### src/hdl/sensor_link_pkg.sv
`default_nettype none

package sensor_link_pkg;

	localparam int clks_per_bit = 8; // clock cycles per serial bit
	localparam int tick_w = $clog2(clks_per_bit); // width of the in-bit cycle counter
	localparam logic [tick_w-1:0] tick_last = tick_w'(clks_per_bit - 1); // last cycle of a bit
	localparam logic [tick_w-1:0] tick_half = tick_w'(clks_per_bit / 2 - 1); // middle of a bit

	localparam logic [7:0] code_status = 8'h30; // ascii '0'
	localparam logic [7:0] code_temperature = 8'h31; // ascii '1'
	localparam logic [7:0] code_humidity = 8'h32; // ascii '2'
	localparam logic [7:0] sensor_address = 8'h00; // only sensor on the link

	localparam logic [7:0] reply_status_ok = 8'h07;
	localparam logic [7:0] reply_status_fault = 8'h1F;
	localparam logic [7:0] reply_temperature = 8'h09;
	localparam logic [7:0] reply_humidity = 8'h08;
	localparam logic [7:0] reply_invalid = 8'hFB; // unknown code or wrong address
	localparam logic [7:0] reply_trailer = 8'hFC; // second byte when no data follows

	localparam logic [7:0] sensor_fault_value = 8'hFF; // reader reports a broken sensor

	typedef enum logic [1:0] {
		kind_humidity = 2'b00,
		kind_temperature = 2'b01,
		kind_status = 2'b10
	} sensor_kind_e;

	typedef struct packed {
		logic [7:0] code; // first byte from host
		logic [7:0] address; // second byte from host
	} command_t;

	typedef struct packed {
		logic valid; // held until done
		sensor_kind_e kind; // steady while valid
	} sensor_req_t;

	typedef struct packed {
		logic done; // one cycle strobe from reader
		logic [7:0] data; // only meaningful with done
	} sensor_rsp_t;

endpackage

`default_nettype wire
### src/hdl/sensor_link_top.sv
`timescale 1ns/100ps
`default_nettype none

module sensor_link_top
	import sensor_link_pkg::*;
(
	input logic clock,
	input logic arst_n,
	input logic rx_serial,
	output logic tx_serial,
	output sensor_req_t sensor_req,
	input sensor_rsp_t sensor_rsp
);

	logic [7:0] rx_byte; // receiver to framer
	logic rx_strobe;
	command_t command; // framer to controller
	logic command_strobe;
	logic [7:0] tx_byte; // controller to transmitter
	logic tx_start;
	logic tx_done;

	uart_rx rx_i (
		.clock(clock),
		.arst_n(arst_n),
		.rx_serial(rx_serial),
		.rx_byte(rx_byte),
		.rx_strobe(rx_strobe)
	);

	command_framer framer_i (
		.clock(clock),
		.arst_n(arst_n),
		.rx_byte(rx_byte),
		.rx_strobe(rx_strobe),
		.command(command),
		.command_strobe(command_strobe)
	);

	command_controller controller_i (
		.clock(clock),
		.arst_n(arst_n),
		.command(command),
		.command_strobe(command_strobe),
		.sensor_req(sensor_req),
		.sensor_rsp(sensor_rsp),
		.tx_byte(tx_byte),
		.tx_start(tx_start),
		.tx_done(tx_done)
	);

	uart_tx tx_i (
		.clock(clock),
		.arst_n(arst_n),
		.tx_start(tx_start),
		.tx_byte(tx_byte),
		.tx_serial(tx_serial),
		.tx_done(tx_done)
	);

endmodule

`default_nettype wire

### src/hdl/command_controller.sv
`timescale 1ns/100ps
`default_nettype none

module command_controller
	import sensor_link_pkg::*;
(
	input logic clock,
	input logic arst_n,
	input command_t command,
	input logic command_strobe,
	output sensor_req_t sensor_req,
	input sensor_rsp_t sensor_rsp,
	output logic [7:0] tx_byte,
	output logic tx_start,
	input logic tx_done
);

	typedef enum logic [2:0] {
		st_idle,
		st_request,
		st_send_first,
		st_wait_first,
		st_send_second,
		st_wait_second
	} state_e;

	state_e state;
	logic cmd_ok; // known code and matching address
	sensor_kind_e cmd_kind; // reader kind for the code
	logic [7:0] rsp_first; // reply bytes built from the reader answer
	logic [7:0] rsp_second;
	logic [7:0] first_byte; // reply held for the transmitter
	logic [7:0] second_byte;

	always_comb
	begin
		cmd_ok = (command.address == sensor_address);
		cmd_kind = kind_status;
		case (command.code)
			code_status: cmd_kind = kind_status;
			code_temperature: cmd_kind = kind_temperature;
			code_humidity: cmd_kind = kind_humidity;
			default: cmd_ok = 1'b0; // everything else is invalid
		endcase
	end

	always_comb
	begin
		case (sensor_req.kind)
			kind_temperature:
			begin
				rsp_first = reply_temperature;
				rsp_second = sensor_rsp.data;
			end
			kind_humidity:
			begin
				rsp_first = reply_humidity;
				rsp_second = sensor_rsp.data;
			end
			default:
			begin
				// status reply only tells fault from no fault
				rsp_first = (sensor_rsp.data == sensor_fault_value) ? reply_status_fault
					: reply_status_ok;
				rsp_second = reply_trailer;
			end
		endcase
	end

	always_ff @(posedge clock or negedge arst_n)
	begin
		if (!arst_n)
		begin
			state <= st_idle;
			sensor_req.valid <= 1'b0;
			sensor_req.kind <= kind_status;
			tx_start <= 1'b0;
		end
		else
		begin
			tx_start <= 1'b0;
			case (state)
				st_idle:
				begin
					if (command_strobe) // strobes elsewhere are dropped
					begin
						if (cmd_ok)
						begin
							sensor_req.valid <= 1'b1;
							sensor_req.kind <= cmd_kind;
							state <= st_request;
						end
						else
							state <= st_send_first; // no sensor read
					end
				end
				st_request:
				begin
					if (sensor_rsp.done)
					begin
						sensor_req.valid <= 1'b0;
						state <= st_send_first;
					end
				end
				st_send_first:
				begin
					tx_start <= 1'b1;
					state <= st_wait_first;
				end
				st_wait_first:
				begin
					if (tx_done)
						state <= st_send_second;
				end
				st_send_second:
				begin
					tx_start <= 1'b1;
					state <= st_wait_second;
				end
				default:
				begin
					if (tx_done) // end of second stop bit
						state <= st_idle;
				end
			endcase
		end
	end

	always_ff @(posedge clock)
	begin
		if (state == st_idle && command_strobe && !cmd_ok)
		begin
			first_byte <= reply_invalid;
			second_byte <= reply_trailer;
		end
		if (state == st_request && sensor_rsp.done)
		begin
			first_byte <= rsp_first; // data sampled while done is high
			second_byte <= rsp_second;
		end
		if (state == st_send_first)
			tx_byte <= first_byte;
		if (state == st_send_second)
			tx_byte <= second_byte;
	end

endmodule

`default_nettype wire

### src/hdl/command_framer.sv
`timescale 1ns/100ps
`default_nettype none

module command_framer
	import sensor_link_pkg::*;
(
	input logic clock,
	input logic arst_n,
	input logic [7:0] rx_byte,
	input logic rx_strobe,
	output command_t command,
	output logic command_strobe
);

	logic second; // next byte is the address

	always_ff @(posedge clock or negedge arst_n)
	begin
		if (!arst_n)
		begin
			second <= 1'b0;
			command_strobe <= 1'b0;
		end
		else
		begin
			command_strobe <= rx_strobe && second; // pair complete
			if (rx_strobe)
				second <= !second;
		end
	end

	always_ff @(posedge clock)
	begin
		if (rx_strobe && !second)
			command.code <= rx_byte;
		if (rx_strobe && second)
			command.address <= rx_byte; // real address kept for the check
	end

endmodule

`default_nettype wire

### src/hdl/uart_tx.sv
`timescale 1ns/100ps
`default_nettype none

module uart_tx
	import sensor_link_pkg::*;
(
	input logic clock,
	input logic arst_n,
	input logic tx_start,
	input logic [7:0] tx_byte,
	output logic tx_serial,
	output logic tx_done
);

	logic busy; // a frame is on the line
	logic [tick_w-1:0] tick; // cycles within the current bit
	logic [3:0] bit_idx; // 0 start, 1..8 data, 9 stop
	logic [8:0] shift; // data bits then stop bit

	always_ff @(posedge clock or negedge arst_n)
	begin
		if (!arst_n)
		begin
			busy <= 1'b0;
			tick <= '0;
			bit_idx <= '0;
			tx_serial <= 1'b1; // line idles high
			tx_done <= 1'b0;
		end
		else
		begin
			tx_done <= 1'b0;
			if (!busy)
			begin
				if (tx_start)
				begin
					busy <= 1'b1;
					tick <= '0;
					bit_idx <= '0;
					tx_serial <= 1'b0; // start bit next cycle
				end
			end
			else if (tick == tick_last)
			begin
				tick <= '0;
				if (bit_idx == 4'd9)
				begin
					busy <= 1'b0; // stop bit finished
					tx_done <= 1'b1;
				end
				else
				begin
					bit_idx <= bit_idx + 1'b1;
					tx_serial <= shift[0];
				end
			end
			else
				tick <= tick + 1'b1;
		end
	end

	always_ff @(posedge clock)
	begin
		if (!busy && tx_start)
			shift <= {1'b1, tx_byte}; // stop bit rides above the data
		else if (busy && tick == tick_last)
			shift <= {1'b1, shift[8:1]};
	end

endmodule

`default_nettype wire

### src/hdl/uart_rx.sv
`timescale 1ns/100ps
`default_nettype none

module uart_rx
	import sensor_link_pkg::*;
(
	input logic clock,
	input logic arst_n,
	input logic rx_serial,
	output logic [7:0] rx_byte,
	output logic rx_strobe
);

	typedef enum logic [1:0] {
		rx_idle,
		rx_start,
		rx_data,
		rx_stop
	} rx_state_e;

	rx_state_e state;
	logic [1:0] rx_sync; // metastability chain, [1] is the clean line
	logic [tick_w-1:0] tick; // cycles within the current bit
	logic [2:0] bit_idx; // data bit being sampled
	logic [7:0] shift; // assembled data bits

	always_ff @(posedge clock or negedge arst_n)
	begin
		if (!arst_n)
		begin
			rx_sync <= 2'b11; // idle line is high
			state <= rx_idle;
			tick <= '0;
			bit_idx <= '0;
			rx_strobe <= 1'b0;
		end
		else
		begin
			rx_sync <= {rx_sync[0], rx_serial};
			rx_strobe <= 1'b0; // pulse only
			case (state)
				rx_idle:
				begin
					tick <= '0;
					if (!rx_sync[1]) // falling edge of start bit
						state <= rx_start;
				end
				rx_start:
				begin
					if (tick == tick_half)
					begin
						tick <= '0;
						bit_idx <= '0;
						state <= rx_sync[1] ? rx_idle : rx_data; // glitch goes back to idle
					end
					else
						tick <= tick + 1'b1;
				end
				rx_data:
				begin
					if (tick == tick_last)
					begin
						tick <= '0;
						if (bit_idx == 3'd7)
							state <= rx_stop;
						bit_idx <= bit_idx + 1'b1;
					end
					else
						tick <= tick + 1'b1;
				end
				default:
				begin
					if (tick == tick_last)
					begin
						state <= rx_idle;
						rx_strobe <= rx_sync[1]; // framing error drops the byte
					end
					else
						tick <= tick + 1'b1;
				end
			endcase
		end
	end

	always_ff @(posedge clock)
	begin
		if (state == rx_data && tick == tick_last)
			shift <= {rx_sync[1], shift[7:1]}; // lsb arrives first
		if (state == rx_stop && tick == tick_last && rx_sync[1])
			rx_byte <= shift;
	end

endmodule

`default_nettype wire

### config.mk
export PLATFORM = sky130hd
export DESIGN_NAME = sensor_link_top
export DESIGN_NICKNAME = d
export VERILOG_FILES = /design/src/hdl/sensor_link_pkg.sv /design/src/hdl/sensor_link_top.sv /design/src/hdl/command_controller.sv /design/src/hdl/command_framer.sv /design/src/hdl/uart_tx.sv /design/src/hdl/uart_rx.sv
export SDC_FILE = /design/constraint.sdc
export NUM_CORES = 1
export LEC_CHECK = 0
export BUFFER_PORTS_ARGS = -buffer_cell sky130_fd_sc_hd__buf_2
export CAP_MARGIN = 40
export CORE_ASPECT_RATIO = 2
export CORE_MARGIN = 2
export CORE_UTILIZATION = 55
export CTS_BUF_LIST = sky130_fd_sc_hd__clkbuf_4 sky130_fd_sc_hd__clkbuf_8
export DETAILED_ROUTE_END_ITERATION = 10
export PLACE_DENSITY_LB_ADDON = 0.1
export SLEW_MARGIN = 25
export SYNTH_ARGS = -nofsm -noshare
export SYNTH_HDL_FRONTEND = slang
export SYNTH_HIERARCHICAL = 1
export SYNTH_SLANG_ARGS = --single-unit
export TNS_END_PERCENT = 5
### constraint.sdc
create_clock -name clock -period 2.1 [get_ports clock]
set_clock_uncertainty 0.1 [all_clocks]
set_input_delay 0.105 -clock clock [delete_from_list [all_inputs] [get_ports clock]]
set_output_delay 0.105 -clock clock [all_outputs]
set_load 0.02 [all_outputs]
==> key figures <==
Synthesis
  • Register area share after synthesis: 68.1%
  • Synthesized area per cell: 14.1 um2
  • Post-Synthesis Cell Area: 3840 um2
  • Synthesized flop and latch total: 92
  • Synth Flop Type: edfxtp_1
  • Yosys Warn Count: 6
  • Async set or reset register ratio after synthesis: approximately a third
  • Number of cells produced by synthesis: 272
  • Number of flops mapped to enable cells by yosys: 62
  • Netlist cell types: 60
  • Net count after synthesis: 294

Finish
  • Antenna Diode Count: 0
  • Commonest cells after routing, fill and taps aside: edfxtp_1 (62), nand2_1 (30), dfrtp_1 (26), buf_2 (15), nor2_1 (12)
  • Leading cell type in the layout, fill and taps excluded: edfxtp_1
  • Synth-to-Final Area Change: 10.5%
  • NumNets Final: 320
  • Count of filler cells inserted in the layout: 556
  • Final core utilization: between 60% and 70%
  • Ratio of cells with drive above 1 in the final layout: 22.1%

Critical path
  • CP Launch Type: register
  • Top fanout value on the critical path: 11
  • Arrival time at the worst endpoint: 1.77 ns
  • Data required time at the worst endpoint: ~2 ns
  • Critical path class: register to register
  • Biggest cell delay along the critical path: approximately 0.43 ns
  • Type of element capturing the critical path: register
  • Worst path slowest cell: dfrtp_1
  • Critical-path cell list: ha_1, and3_4, and3_2

Global route
  • Initial antenna violation count: 0
  • Overflow left after global routing: 0
  • Pin count of the biggest net entering global routing: 31
  • GRT Util Overall: 17.1%
  • Global-route wire length before repair: 9920 um
  • Vias in the first global route: 2117

Clocking
  • Clock buffers created by TritonCTS: 9
  • Clock H-tree levels: 3
  • Root buffer selected by CTS: clkbuf_8
  • Number of resized instances in the post-cts repair step: 0
  • # Post-CTS Setup Buffers: 0
  • CTS Sinks: 92
  • Clock input transition at the sequential cells of the worst setup and hold paths: 0.08 ns
  • CTS tree: yes
  • Clock tree buffer depth: 2
  • Latest clock arrival within the worst-skew pair: 0.35 ns

Die
  • Total core area: ~6800 um2
  • I/O pins: 16
  • Die area: about 7700 um2
  • Horizontal die dimension: 63.1 um
  • Effective utilization at floorplan: 56.2%
  • Height of the die: 122 um
  • Placement Rows: 43

Route
  • Vias per cell: 5.38
  • Number of iterations in the first detailed-routing pass: 4
  • Number of DRC markers after the initial detailed-route iteration: 114
  • Routed via count: 2116
  • Final wirelength: 5830 um
  • Post-detailed-route DRC marker count: 0
  • Remaining antenna violation count after routing: 0
  • Wirelength per Cell: between 10 and 15 um

STA
  • Fmax achieved: ~0.55 GHz
  • Transition time at the pin with the least slew margin: between 0.6 and 0.7 ns
  • Final count of negative-setup-slack endpoints: 0
  • Summed negative setup slack over all endpoints: 0 ns
  • Share of the clock period used by the worst path: 86.9%
  • Headroom to the max-slew limit: a little over half
  • Fin crit period: 1.82 ns
  • Fin worst setup slack: 0.275 ns
  • Final number of max-transition violations: 0
  • Final Hold Vio Count: 0
  • RSZ-0062 raised after global routing: false

Placed design
  • HPWL after detailed placement: 3950 um
  • Count of port buffers added during placement: 15
  • Setup Slack @ Placement: about 0.32 ns
  • Final weighted congestion in routability-driven placement: ~0.82

Pwr
  • Power per cell area: 1030 nW/um2
  • Total power draw: between 4000 and 5000 uW
  • Lkg Pwr: 0.00164 uW
  • Maximum vdd ir drop: 0.723 mV

Run
  • Max-capacitance violation count: 0

Run status
  • Outcome: finished clean

Min path
  • Classification of the worst-slack hold path: primary input to register
## per-layer routing
metal	wire (um)	vias up	track usage [%]
met5	0	-	0
met4	100	0	9.44
met3	168	5	3.79
met2	2900	33	26.1
met1	2660	1031	22.8
li1	-	1047	-
## final cells by class
type                            instances  area, um2  area share, %
Multi-Input combinational cell        156       1110           26.1
Tap cell                               90        113           2.65
Clock inverter                          6       40.0          0.943
Sequential cell                        92       2620           61.7
Inverter                               12       45.0           1.06
Timing Repair Buffer                   27        190           4.48
Clock buffer                           10        131           3.09
## sequential cells by signal, indices dropped and copies added, names as in the netlist, 4 cells and up
signal,cells
framer_i/command,16
tx_i/shift,8
controller_i/tx_byte,8
rx_i/rx_byte,8
tx_i/bit_idx,4
controller_i/second_byte,8
controller_i/first_byte,6
rx_i/shift,8
## through the flow
stage,instances,area [um2],hold slack (ns)
floorplan,272,3840,-0.291
global placement,367,3970,0.0779
detailed placement,367,3970,0.0893
CTS,393,4250,0.0100
global route,393,4250,0.0812
finish,393,4250,0.0355
## power by group
group / total (uW) / switching, uW / internal (uW)
combinational: 835 / 425 / 410
sequential: 2490 / 259 / 2240
clock: 1030 / 585 / 443
total: 4360 / 1270 / 3090
## synth_stat cells (2+ instances only)
cell / count / area, um2
o21ai_0: 10 / 50.1
or3_1: 7 / 43.8
nor2_1: 12 / 45.0
inv_1: 10 / 37.5
nor2b_1: 5 / 31.3
mux2i_1: 4 / 40.0
xnor2_1: 4 / 35.0
ha_1: 10 / 125
nand3_1: 4 / 20.0
a21o_1: 4 / 30.0
a21oi_1: 2 / 10.0
edfxtp_1: 62 / 1860
a31oi_1: 6 / 37.5
buf_6: 2 / 22.5
mux2_2: 6 / 67.6
a22o_1: 2 / 17.5
nor3_1: 2 / 10.0
o211ai_1: 2 / 15.0
o21ai_2: 2 / 17.5
and2_1: 3 / 18.8
nand2b_1: 4 / 25.0
and3_2: 3 / 22.5
o221a_2: 2 / 22.5
dfrtp_1: 26 / 651
and3_1: 2 / 12.5
dfstp_2: 4 / 105
inv_2: 2 / 7.51
buf_2: 5 / 25.0
clkbuf_1: 4 / 15.0
nand4_1: 2 / 12.5
nand2_1: 30 / 113
## critical path, delay by kind of cell (launching register included)
kind                     cells  cell delay (ns)
flip-flops                   1             0.43
AND/OR/NAND/NOR              2             0.62
adder cells (fa/ha/maj)      1             0.38
## timing repair
item,in CTS,in global routing
endpoints found under the setup margin,0,0
hold endpoints to repair,35,0
hold buffers,10,0
## path summary, 6_finish.rpt
| kind | end | cells after the start | startpoint | slack [ns] |
|---|---|---|---|---|
| setup / recovery | rx_i/rx_byte[0]$_DFFE_PP_ | 3 | rx_i/tick[0]$_DFFE_PN0P_ | 0.28 |
| hold / removal | controller_i/state[0]$_DFFE_PN0P_ | 4 | sensor_rsp[8] | 0.04 |
| setup reg to reg | rx_i/rx_byte[0]$_DFFE_PP_ | 3 | rx_i/tick[0]$_DFFE_PN0P_ | 0.28 |
| hold reg to reg | rx_i/rx_sync[1]$_DFF_PN1_ | 0 | rx_i/rx_sync[0]$_DFF_PN1_ | 0.26 |
| max in group asynchronous | controller_i/sensor_req[2]$_DFFE_PN0P_ | 2 | arst_n | 1.25 |
| min in group asynchronous | controller_i/tx_start$_DFF_PN0_ | 2 | arst_n | 0.22 |
## cell families after synthesis
logic type	Yosys count	synth area share, %
muxes	10	2.80
DFF	92	68.1
buffers and inverters	24	3.00
and+or+nand+nor	90	13.6
adders and majority gates	10	3.26
xor gates and xnor gates	5	1.14
AOI/OAI and AO/OA	41	8.08
(Power assumes the default switching activity.)
